### src/rx_line_pkg.sv
// Line-side widths, block format and constants shared by the receive PCS stages
package rx_line_pkg;

    ////////////////////////////////////////
    // 66-bit block format
    ////////////////////////////////////////

    // Payload of one 64b/66b block with bit 0 first on the line
    typedef logic [63:0] payload_t;

    typedef logic [1:0] sync_hdr_t;

    // hdr_ok is decided at capture and trusted downstream
    typedef struct packed {
        sync_hdr_t hdr;
        payload_t  payload;
        logic      hdr_ok;
    } rx_block_t;

    ////////////////////////////////////////
    // Lane and lock settings
    ////////////////////////////////////////

    localparam int NUM_LANES_DEF = 4;

    // Sync header codes
    localparam sync_hdr_t HDR_DATA = 2'b01;
    localparam sync_hdr_t HDR_CTRL = 2'b10;

    // Consecutive all-good cycles before lock
    localparam int LOCK_GOOD_CNT = 64;

    ////////////////////////////////////////
    // Descrambler polynomial x^58 + x^39 + 1
    ////////////////////////////////////////

    localparam int SCR_TAP_A = 39;
    localparam int SCR_TAP_B = 58;

endpackage
### src/rx_descrambler.sv
// Receive PCS descrambler; self-synchronizing x^58 + x^39 + 1 chained across all lanes
`timescale 1ns/1ps

module rx_descrambler #(
    parameter int num_lanes = rx_line_pkg::NUM_LANES_DEF
) (
    input  logic                   rx_clk_161_13,
    input  logic                   async_reset_n,
    input  logic                   valid_i,
    input  rx_line_pkg::rx_block_t blk_i [num_lanes],
    input  logic                   bypass_i,
    output rx_line_pkg::rx_block_t blk_o [num_lanes],
    output logic                   valid_o
);
    import rx_line_pkg::*;

    localparam int payload_w = $bits(payload_t);
    localparam int stream_w  = num_lanes * payload_w;
    localparam int hist_w    = SCR_TAP_B;

    logic [stream_w-1:0]        cur_stream;
    logic [stream_w+hist_w-1:0] ext_stream;
    logic [stream_w-1:0]        plain_stream;
    logic [hist_w-1:0]          scr_hist;

    // Lane 0 bit 0 first, last lane bit 63 last
    always_comb begin
        for (int k = 0; k < num_lanes; k++) begin
            cur_stream[k*payload_w +: payload_w] = blk_i[k].payload;
        end
    end

    // Last cycle's tail sits below the current bits
    assign ext_stream = {cur_stream, scr_hist};

    always_comb begin
        for (int i = 0; i < stream_w; i++) begin
            plain_stream[i] = ext_stream[i + hist_w]
                            ^ ext_stream[i + hist_w - SCR_TAP_A]
                            ^ ext_stream[i + hist_w - SCR_TAP_B];
        end
    end

    ////////////////////////////////////////
    // History and output registers
    ////////////////////////////////////////

    always_ff @(posedge rx_clk_161_13) begin
        if (!async_reset_n) begin
            valid_o  <= 1'b0;
            scr_hist <= '0;
        end else begin
            valid_o <= valid_i;
            if (valid_i) begin
                // Scrambled tail feeds next cycle's lane 0 even in bypass
                scr_hist <= cur_stream[stream_w-1 -: hist_w];
            end
        end
    end

    always_ff @(posedge rx_clk_161_13) begin
        if (valid_i) begin
            for (int k = 0; k < num_lanes; k++) begin
                blk_o[k].hdr     <= blk_i[k].hdr;
                blk_o[k].hdr_ok  <= blk_i[k].hdr_ok;
                blk_o[k].payload <= bypass_i ? blk_i[k].payload
                                             : plain_stream[k*payload_w +: payload_w];
            end
        end
    end

endmodule

### config.mk
export PLATFORM = sky130hd
export DESIGN_NAME = rx_descrambler
export DESIGN_NICKNAME = d
export VERILOG_FILES = /design/src/rx_line_pkg.sv /design/src/rx_descrambler.sv
export SDC_FILE = /design/constraint.sdc
export NUM_CORES = 1
export LEC_CHECK = 0
export BUFFER_PORTS_ARGS = -buffer_cell sky130_fd_sc_hd__buf_2
export CAP_MARGIN = 20
export CORE_AREA = 2 2 209 211
export CTS_BUF_LIST = sky130_fd_sc_hd__clkbuf_16
export DETAILED_ROUTE_END_ITERATION = 7
export DIE_AREA = 0 0 211 213
export GPL_ROUTABILITY_DRIVEN = 0
export SLEW_MARGIN = 20
export SYNTH_ARGS = -nofsm -noshare
export SYNTH_HDL_FRONTEND = slang
export SYNTH_SLANG_ARGS = --single-unit
### constraint.sdc
create_clock -name rx_clk_161_13 -period 2.4 [get_ports rx_clk_161_13]
set_clock_uncertainty 0.15 [all_clocks]
set_input_delay 0.48 -clock rx_clk_161_13 [delete_from_list [all_inputs] [get_ports rx_clk_161_13]]
set_output_delay 0.48 -clock rx_clk_161_13 [all_outputs]
set_load 0.005 [all_outputs]
==> metrics.md <==
| Metric | Value |
|---|---|
| Result of the run | finished clean |
| Via count of the first global-routing pass | 11069 |
| Resized cells post-CTS | 0 |
| Number of CTS-inserted buffers | 39 |
| GRT Residual Overflow | 0 |
| Critical Path Slowest Stage Cell | edfxtp_1 |
| Max_slew headroom | 0.6067 |
| Seq/Total Area, Yosys | 0.5760 |
| CP Launch Point | blk_o[147] |
| CP bufs+invs | 1 |
| Antenna-violating nets left | 0 |
| Number of antenna violations at the first check in global routing | 5 |
| Power per cell area | 750.2 nW/um2 |
| Post-route cell area | ~21000 um2 |
| Highest routed layer | met5 |
| Count of different cell masters after synthesis | 13 |
| Mapped Area | 16020 um2 |
| CTS Hold Buffers Added | 12 |
| DR WL met2 | 22000 um |
| Post-Synthesis Cells | 1253 |
| Count of input and output buffers | 540 |
| Maximum capacitance violations | 0 |
| Maximum level of the CTS H-tree | 2 |
| Fin crit share | 0.7477 |
| Post-synth net total | 1525 |
| CTS clk-pin slew, worst paths | 60 ps |
| Number of remaining DRC errors | 0 |
| Post-CTS setup buffer count | 0 |
| Critical Path Sink Type | output port |
| Crit path cell chain | buf_2 |
| Maximum net fanout on the critical path | 1 |
| Critical path class | reg2out |
| Net count of the finished layout | 2105 |
| Total leakage power | around 8.9 nW |
| Sw Pwr | between 0.003 and 0.004 W |
| Hold-critical path depth | 3 |
| Overall via count from detail_route | ~11000 |
| Count of pins on the block boundary | between 500 and 600 |
| Worst Max-Slew Pin Slew | 590.0 ps |
| Worst Hold End | scr_hist[47] |
| Startpoint class of the critical path | flip-flop |
| Total routing usage reported by global routing | 0.1920 |
| Clock tree from TritonCTS | yes |
| Final count of pins violating max slew | 0 |
| Core area | 42700 um2 |
| R2r setup slk | 1070 ps |
| Critical path data arrival time | 1160 ps |
| Final wirelength | between 40000 and 50000 um |
| Share of total power consumed by net switching | 0.2480 |
| Syn Area/Cell | roughly 13 um2 |
| First-pass iteration count of the detailed router | 5 |
| Hold Crit Start | blk_i[54] |
| RSZ-0062 raised after global routing | false |
| Total Die Area | about 45000 um2 |
| Count of warnings emitted by yosys | 0 |
| FF-to-FF path depth | 3 |
| Vertical extent of the die | 213 um |
| Share of power burned in combinational logic | 0.158 |
| Setup tns final | 0 ps |
| Highest attainable clock frequency | 557.3 MHz |
| Family with the most delay on the worst path | flip-flops |
| Initial core utilization | 0.3752 |
| Wire length of the first global-routing pass | 65630 um |
| Delay of the slowest cell on the worst path | 460 ps |
| Starting DRC count in detailed routing | 670 |
| Launching point of the worst reg2reg path | scr_hist[41] |
| Portion of total power attributed to the clock network | 0.390 |
| Latest clock arrival within the worst-skew pair | about 540 ps |
| Instance area after placement | around 19000 um2 |
| Floorplan die width | 211 um |
| Worst ir drop on vdd | roughly 0.38 mV |
| Maximum number of pins on one net before global-route repair | 66 |
| Sequential fraction of design power | 0.452 |
| Final Setup Violations | 0 |
| Routed length on met1 | 18510 um |
| Required time at the endpoint of the critical path | between 1500 and 2000 ps |
| Number of cell rows | 76 |
| Clock sink count | roughly 330 |
| Signed area change from the synthesized netlist to the final layout | 29.97% |
| Share of layout cells above drive strength 1 | 0.3333 |
| Per-cell via count in the routed design | between 4 and 5 |
| DP Wirelength | about 34000 um |
| Per-cell routed wire length | 18.52 um |
| Routed wire length on met3 | around 3300 um |
| Root cell of the clock tree | clkbuf_16 |
| Count of filler cells inserted in the layout | 3934 |
| Sequential cell area | 9229 um2 |
| Internal Pwr Total | 0.01175 W |
| Time the final worst path needs with I/O delays and setup | 1794 ps |
| Path class of the lowest-slack min-delay path | in2reg |
| Buffer depth of the longest clock path | 3 |
| Multi-input gate area | 6395 um2 |
| Final number of hold-violating endpoints | 0 |
| Flip-flop and latch count after synthesis | 327 |
| Capture point of the worst reg-to-reg path | blk_o[224] |
==> power by group through the flow <==
| stage | sequential, W | clock (W) | combinational, W |
|---|---|---|---|
| floorplan | 0.00722 | 0 | 0.00108 |
| global placement | 0.00717 | 0 | 0.00245 |
| detailed placement | 0.00718 | 0 | 0.00248 |
| CTS | 0.00707 | 0.00621 | 0.00250 |
| global route | 0.00712 | 0.00642 | 0.00271 |
| finish | 0.00707 | 0.00609 | 0.00246 |
==> registers in the layout, summed over array words and instances (netlist names) <==
register  cells
scr_hist     58
blk_o       268
valid_o       1
==> Yosys cell counts (all sizes together) <==
cell type,number,share of area
edfxtp,268,0.50
nor2,256,0.060
xnor2,256,0.14
xor2,256,0.14
dfxtp,59,0.074
mux2i,58,0.036
nor2b,58,0.023
buf,36,0.024
clkbuf,5,0.0012
and2,1,0.00039
==> area by class of cell <==
type	instances	share of cell area
diodes	3	0.0003605
clock buffers	41	0.04927
clock inverters	30	0.01352
multi-input cells	885	0.3071
flip-flops and latches	327	0.4432
well taps	546	0.03281
repair buffers	580	0.1538
==> worst max-delay path by stage <==
stage                     slack [ps]      endpoint  cells past startpoint
after floorplan                 1040  scr_hist[48]                      5
after global placement           600    blk_o[114]                      4
after detailed placement         570    blk_o[151]                      4
after CTS                        580    blk_o[147]                      1
after global routing             580    blk_o[147]                      1
final                            610    blk_o[147]                      1
==> cells by family after synthesis <==
family,synth area share
mux,0.03624
simple gates,0.08301
xor+xnor,0.2799
buf+inv,0.02483
flops,0.5760
==> metal layers <==
| layer | global-route usage | vias up |
|---|---|---|
| li1 | - | 5267 |
| met1 | 0.2368 | 5285 |
| met2 | 0.3278 | 403 |
| met3 | 0.05736 | 57 |
| met4 | 0.05075 | 2 |
| met5 | 0 | - |
==> stage by stage <==
stage	setup WS, ps	utilization	std cells	power, W	hold slack, ps
global route	580.2	0.4877	2411	0.01625	59.83
detailed placement	565.3	0.4541	2326	0.009662	379.4
finish	605.6	0.4877	2412	0.01562	74.00
floorplan	1037	-	1253	0.008306	354.2
CTS	581.8	0.4875	2409	0.01579	35.56
global placement	600.0	0.4541	2326	0.009621	367.7
==> placed cells by master, fill, tap and decap left out, types with 16 or more instances in the layout <==
cell type and count:
nor2_1 256, clkbuf_16 41, xor2_1 256, xnor2_1 256, edfxtp_1 268, dfxtp_1 59
buf_4 16, mux2i_1 58, buf_2 538, nor2b_1 58
Note: power is estimated with default switching activity, not from simulation.
