--- src/xgmii_pkg.sv ---
// XGMII character codes, block type codes and lane format used by the receive decoder
package xgmii_pkg;

    typedef logic [7:0] xgmii_char_t;

    // One 64-bit XGMII lane where ctrl bit n flags data byte n
    typedef struct packed {
        logic [7:0]  ctrl;
        logic [63:0] data;
    } xgmii_lane_t;

    ////////////////////////////////////////
    // Character and block type codes
    ////////////////////////////////////////

    localparam xgmii_char_t XGMII_IDLE  = 8'h07;
    localparam xgmii_char_t XGMII_ERROR = 8'hFE;

    // Block type byte sits in payload bits 7:0
    localparam xgmii_char_t BLK_TYPE_IDLE = 8'h1E;

    // Saturating errored-block count
    typedef logic [7:0] err_cnt_t;

endpackage

--- src/rx_line_pkg.sv ---
// Line-side widths, block format and constants shared by the receive PCS stages
package rx_line_pkg;

    ////////////////////////////////////////
    // 66-bit block format
    ////////////////////////////////////////

    // Payload of one 64b/66b block with bit 0 first on the line
    typedef logic [63:0] payload_t;

    typedef logic [1:0] sync_hdr_t;

    // hdr_ok is decided at capture and trusted downstream
    typedef struct packed {
        sync_hdr_t hdr;
        payload_t  payload;
        logic      hdr_ok;
    } rx_block_t;

    ////////////////////////////////////////
    // Lane and lock settings
    ////////////////////////////////////////

    localparam int NUM_LANES_DEF = 4;

    // Sync header codes
    localparam sync_hdr_t HDR_DATA = 2'b01;
    localparam sync_hdr_t HDR_CTRL = 2'b10;

    // Consecutive all-good cycles before lock
    localparam int LOCK_GOOD_CNT = 64;

    ////////////////////////////////////////
    // Descrambler polynomial x^58 + x^39 + 1
    ////////////////////////////////////////

    localparam int SCR_TAP_A = 39;
    localparam int SCR_TAP_B = 58;

endpackage
--- src/rx_block_decoder.sv ---
// Receive PCS output stage; decodes blocks onto XGMII lanes and counts errored blocks
`timescale 1ns/1ps

module rx_block_decoder #(
    parameter int num_lanes = rx_line_pkg::NUM_LANES_DEF
) (
    input  logic                   rx_clk_161_13,
    input  logic                   async_reset_n,
    input  logic                   valid_i,
    input  rx_line_pkg::rx_block_t blk_i [num_lanes],
    input  logic                   clear_i,
    output xgmii_pkg::xgmii_lane_t xgmii_o [num_lanes],
    output logic                   valid_o,
    output xgmii_pkg::err_cnt_t    errd_blks_o
);
    import rx_line_pkg::*;
    import xgmii_pkg::*;

    typedef logic [$clog2(num_lanes+1)-1:0]                  lane_cnt_t;
    typedef logic [$bits(err_cnt_t)+$clog2(num_lanes+1)-1:0] cnt_sum_t;

    localparam err_cnt_t err_cnt_max = '1;

    xgmii_lane_t      dec_lane [num_lanes];
    logic [num_lanes-1:0] lane_err;
    lane_cnt_t        err_lanes;
    cnt_sum_t         cnt_sum;

    always_comb begin
        err_lanes = '0;
        for (int k = 0; k < num_lanes; k++) begin
            lane_err[k] = 1'b0;
            if (blk_i[k].hdr_ok && (blk_i[k].hdr == HDR_DATA)) begin
                dec_lane[k].ctrl = '0;
                dec_lane[k].data = blk_i[k].payload;
            end else if (blk_i[k].hdr_ok && (blk_i[k].payload[7:0] == BLK_TYPE_IDLE)) begin
                dec_lane[k].ctrl = '1;
                dec_lane[k].data = {8{XGMII_IDLE}};
            end else begin
                // Unknown type or bad header
                dec_lane[k].ctrl = '1;
                dec_lane[k].data = {8{XGMII_ERROR}};
                lane_err[k]      = 1'b1;
            end
            err_lanes = err_lanes + lane_cnt_t'(lane_err[k]);
        end
    end

    assign cnt_sum = cnt_sum_t'(errd_blks_o) + cnt_sum_t'(err_lanes);

    always_ff @(posedge rx_clk_161_13) begin
        if (valid_i) begin
            xgmii_o <= dec_lane;
        end
    end

    ////////////////////////////////////////
    // Errored block counter
    ////////////////////////////////////////

    always_ff @(posedge rx_clk_161_13) begin
        if (!async_reset_n) begin
            valid_o     <= 1'b0;
            errd_blks_o <= '0;
        end else begin
            valid_o <= valid_i;
            if (clear_i) begin
                errd_blks_o <= '0;
            end else if (valid_i) begin
                // Saturate at full scale
                if (cnt_sum > cnt_sum_t'(err_cnt_max)) begin
                    errd_blks_o <= err_cnt_max;
                end else begin
                    errd_blks_o <= err_cnt_t'(cnt_sum);
                end
            end
        end
    end

endmodule

--- config.mk ---
export PLATFORM = sky130hd
export DESIGN_NAME = rx_block_decoder
export DESIGN_NICKNAME = d
export VERILOG_FILES = /design/src/xgmii_pkg.sv /design/src/rx_line_pkg.sv /design/src/rx_block_decoder.sv
export SDC_FILE = /design/constraint.sdc
export NUM_CORES = 1
export LEC_CHECK = 0
export BUFFER_PORTS_ARGS = -buffer_cell sky130_fd_sc_hd__buf_2
export CORE_AREA = 2 2 224 226
export DETAILED_ROUTE_END_ITERATION = 10
export DIE_AREA = 0 0 226 228
export SLEW_MARGIN = 20
export SYNTH_ARGS = -nofsm -noshare
export SYNTH_HDL_FRONTEND = slang
export SYNTH_SLANG_ARGS = --single-unit
export TNS_END_PERCENT = 5
--- constraint.sdc ---
create_clock -name rx_clk_161_13 -period 3.1 [get_ports rx_clk_161_13]
set_clock_uncertainty 0.05 [all_clocks]
set_input_delay 0.155 -clock rx_clk_161_13 [delete_from_list [all_inputs] [get_ports rx_clk_161_13]]
set_output_delay 0.155 -clock rx_clk_161_13 [all_outputs]
set_load 0.005 [all_outputs]
==> metrics.log <==
[metrics] async set or reset register ratio after synthesis: 0%
[metrics] IR Drop Worst-Case VDD: 0.397 mV
[metrics] wire length of the first global-routing pass: 53900 microns
[metrics] fin nets: 1794
[metrics] Worst Setup Slack, final: 131 ps
[metrics] number of register bits inferred by synthesis: 269
[metrics] fin crit share: 95.8%
[metrics] die boundary height: 228 microns
[metrics] relative slew slack: 46.6%
[metrics] number of hold-slack violations in the final timing report: 0
[metrics] cell at the root of the clock tree: sky130_fd_sc_hd__clkbuf_16
[metrics] area fraction of the dominant cell type after synthesis: 72.4%
[metrics] final setup violation count: 0
[metrics] Post-synth EDFFs: 260
[metrics] detailed-route wire length per cell: 16.5 microns
[metrics] run status: finished, final reports clean
[metrics] growth of design area from synthesis to finish: 66.0%
[metrics] clock sinks: 269
[metrics] transition time at the pin with the least slew margin: 800 ps
[metrics] post-detailed-placement half-perimeter wirelength: 24200 microns
[metrics] vias in the first global route: 9517
[metrics] Max Cap Violations: 0
[metrics] crit start category: input port
[metrics] core area: 49300 sq um
[metrics] Netlist Area Pre-Place: 10800 sq um
[metrics] dominant register cell in the synthesized netlist: sky130_fd_sc_hd__edfxtp_1
[metrics] Critical Path AT: 3350 ps
[metrics] clock latency on the worst-skew pair: 560 ps
[metrics] count of H-tree levels built during CTS: 1
[metrics] num rows: 82
[metrics] flop2flop setup slack: 780 ps
[metrics] power per cell area: 497 nW/um^2
[metrics] maximum clock rate: 337 MHz
[metrics] remaining global-route overflow: 0
[metrics] maximum number of pins on one net before global-route repair: 86
[metrics] final core area utilization: 36.3%
[metrics] die area: 51500 sq um
[metrics] Initial Utilization: 21.8%
[metrics] Cell variety after synth: 42
[metrics] Worst setup EP type: register
[metrics] number of search-and-repair iterations in the first detailed-routing pass: 5
[metrics] biggest area contributors in the synthesized netlist: sky130_fd_sc_hd__edfxtp_1 72%, sky130_fd_sc_hd__o21a_1 11%, sky130_fd_sc_hd__or3_1 2.8%
[metrics] pre-CTS setup slack: 55.9 ps
[metrics] DRT iter0 DRCs: 413
[metrics] antenna violations before repair: 4
[metrics] average instance area after synthesis: 15.3 sq um
[metrics] die outline width: 226 microns
[metrics] Vias/cell: 4.12
[metrics] CP max FO: 6
[metrics] time the final worst path needs with I/O delays and setup: 2970 ps
[metrics] required time of the critical path: 3490 ps
[metrics] number of buffers created by CTS: 30
[metrics] syn_nets: 980
[metrics] Post-DRT Antenna Nets: 0
[metrics] IO Pins: 569
[metrics] start-to-end type of the worst setup path: in2reg
[metrics] Port Buffers: 568
[metrics] number of pins exceeding their max-slew limit in the final report: 0
[metrics] Yosys warning total: 0
[metrics] leakage dissipation: 7.34 nW
[metrics] class of the tightest hold or removal check: in2reg
[metrics] gate count after technology mapping: 704
[metrics] Clock Tree Buf Depth: 3
[metrics] fraction of the yosys area taken by sequential cells: 74.1%
[metrics] share of final-layout standard cells stronger than drive strength 1: 41.4%
[metrics] worst hold margin: 56.5 ps
[metrics] count of unresolved DRC violations after routing: 0
[metrics] clk slew on worst S/H paths: 60 ps
[metrics] cell type with the highest aggregate area in the netlist: sky130_fd_sc_hd__edfxtp_1
[metrics] routed vias: 9127
[metrics] TritonCTS clock tree: yes
[metrics] All-Layer GR Usage: 13.4%
[metrics] sum of routed wire length over all layers: 36600 microns
[metrics] Final Wtd Congestion: 0.925
worst paths after layout:
path | from | end | cells after the start
max | blk_i[207] | errd_blks_o[6] | 13
min | clear_i | errd_blks_o[5] | 3
max reg2reg | errd_blks_o[0] | errd_blks_o[6] | 8
min reg2reg | errd_blks_o[0] | errd_blks_o[0] | 2
flip-flops by register name (all words and copies together) (netlist names):
register	cells
xgmii_o	260
valid_o	1
errd_blks_o	8
per-stage QoR:
step	cell area [sq um]	setup TNS [ps]	power, mW	std cells
after floorplan	10800	0	4.58	704
after global placement	14200	0	5.12	1887
after detailed placement	14200	0	5.14	1887
after CTS	17900	0	9.01	2212
after global routing	17900	-70.8	9.24	2215
final	17900	0	8.90	2215
layer usage:
| layer | wire, microns | up-vias | track usage (%) |
|---|---|---|---|
| met5 | 0 | - | 0 |
| met4 | 1230 | 0 | 5.48 |
| met3 | 2830 | 80 | 3.23 |
| met2 | 18500 | 423 | 23.9 |
| met1 | 14100 | 4387 | 15.2 |
| li1 | - | 4237 | - |
cell usage after synthesis (2+ instances only):
library cell and instances:
sky130_fd_sc_hd__nor3_1 2, sky130_fd_sc_hd__nand4b_1 3, sky130_fd_sc_hd__inv_2 3, sky130_fd_sc_hd__o21a_1 159
sky130_fd_sc_hd__nor2_2 3, sky130_fd_sc_hd__nor2b_1 2, sky130_fd_sc_hd__nand3b_1 3, sky130_fd_sc_hd__or3_1 49
sky130_fd_sc_hd__and4_1 2, sky130_fd_sc_hd__and3_1 3, sky130_fd_sc_hd__a311oi_1 3, sky130_fd_sc_hd__buf_4 30
sky130_fd_sc_hd__fa_1 3, sky130_fd_sc_hd__edfxtp_1 260, sky130_fd_sc_hd__nor4_1 2, sky130_fd_sc_hd__buf_2 10
sky130_fd_sc_hd__nor2_1 5, sky130_fd_sc_hd__clkbuf_1 29, sky130_fd_sc_hd__buf_6 7, sky130_fd_sc_hd__inv_1 3
sky130_fd_sc_hd__a21oi_1 5, sky130_fd_sc_hd__o21ai_0 2, sky130_fd_sc_hd__nand3_1 2, sky130_fd_sc_hd__nand2_1 72
sky130_fd_sc_hd__dfxtp_1 9, sky130_fd_sc_hd__nand2b_1 17
cells in the final DEF, fill, tap and decap left out, types with 2 or more instances in the layout:
cell                            count
sky130_fd_sc_hd__dlygate4sd3_1    271
sky130_fd_sc_hd__or3_1             49
sky130_fd_sc_hd__clkinv_2           2
sky130_fd_sc_hd__dfxtp_1            9
sky130_fd_sc_hd__and4_1             2
sky130_fd_sc_hd__buf_2            567
sky130_fd_sc_hd__edfxtp_1         260
sky130_fd_sc_hd__clkbuf_16         31
sky130_fd_sc_hd__buf_12             2
sky130_fd_sc_hd__nand3_1            2
sky130_fd_sc_hd__nand4b_1           3
sky130_fd_sc_hd__nor4_2             2
sky130_fd_sc_hd__nand2b_1          17
sky130_fd_sc_hd__bufinv_16          4
sky130_fd_sc_hd__o21a_1           159
sky130_fd_sc_hd__nor2_2             3
sky130_fd_sc_hd__buf_4             18
sky130_fd_sc_hd__and3_1             3
sky130_fd_sc_hd__nand3b_1           3
sky130_fd_sc_hd__nor2b_1            2
sky130_fd_sc_hd__fa_1               3
sky130_fd_sc_hd__nor3_1             2
sky130_fd_sc_hd__clkinv_1           7
sky130_fd_sc_hd__inv_2              3
sky130_fd_sc_hd__diode_2            3
sky130_fd_sc_hd__a21oi_1            5
sky130_fd_sc_hd__clkbuf_1           9
sky130_fd_sc_hd__inv_1              3
sky130_fd_sc_hd__nor2_1             5
sky130_fd_sc_hd__nand2_1           72
sky130_fd_sc_hd__a311oi_1           3
sky130_fd_sc_hd__o21ai_0            2
logic make-up (layout without fill, tap and decap cells):
| family | Yosys count | after routing | share of synthesized area [%] |
|---|---|---|---|
| AOI/OAI and AO/OA | 173 | 173 | 11.9 |
| xor gates and xnor gates | 2 | 2 | 0.163 |
| adders and majority gates | 4 | 4 | 0.673 |
| buffers and inverters | 84 | 920 | 4.57 |
| DFF | 269 | 269 | 74.1 |
| other | 0 | 3 | 0 |
| and+or+nand+nor | 172 | 172 | 8.53 |
layout make-up:
class / instances / area [sq um]
flip-flops and latches: 269 / 7990
clock inverters: 14 / 169
fillers: 4705 / 31500
well taps: 672 / 841
clock buffers: 40 / 810
repair buffers: 859 / 5740
diodes: 3 / 7.51
multi-input cells: 351 / 2310
inverters: 7 / 26.3
critical path, cell delays in order:
cell and delay, ps:
sky130_fd_sc_hd__dlygate4sd3_1 520, sky130_fd_sc_hd__buf_2 140, sky130_fd_sc_hd__nand4b_1 240, sky130_fd_sc_hd__nor4_2 330, sky130_fd_sc_hd__nor2_1 170, sky130_fd_sc_hd__fa_1 520
sky130_fd_sc_hd__inv_1 60, sky130_fd_sc_hd__fa_1 410, sky130_fd_sc_hd__inv_1 90, sky130_fd_sc_hd__fa_1 190, sky130_fd_sc_hd__and3_1 270, sky130_fd_sc_hd__and4b_1 220
sky130_fd_sc_hd__nor3_1 40
power breakdown:
| group | internal [mW] | switching, mW | total [mW] |
|---|---|---|---|
| combinational | 0.580 | 0.457 | 1.04 |
| sequential | 4.23 | 0.0711 | 4.30 |
| clock | 2.15 | 1.41 | 3.56 |
| total | 6.96 | 1.94 | 8.90 |
repair_timing:
| item | CTS | global route |
|---|---|---|
| setup endpoints to repair | 0 | 2 |
| buffers inserted | 0 | 0 |
| hold endpoints to repair | 257 | 0 |
| gates resized for setup | 0 | 2 |
| hold buffers | 271 | 0 |
(Power assumes the default switching activity.)
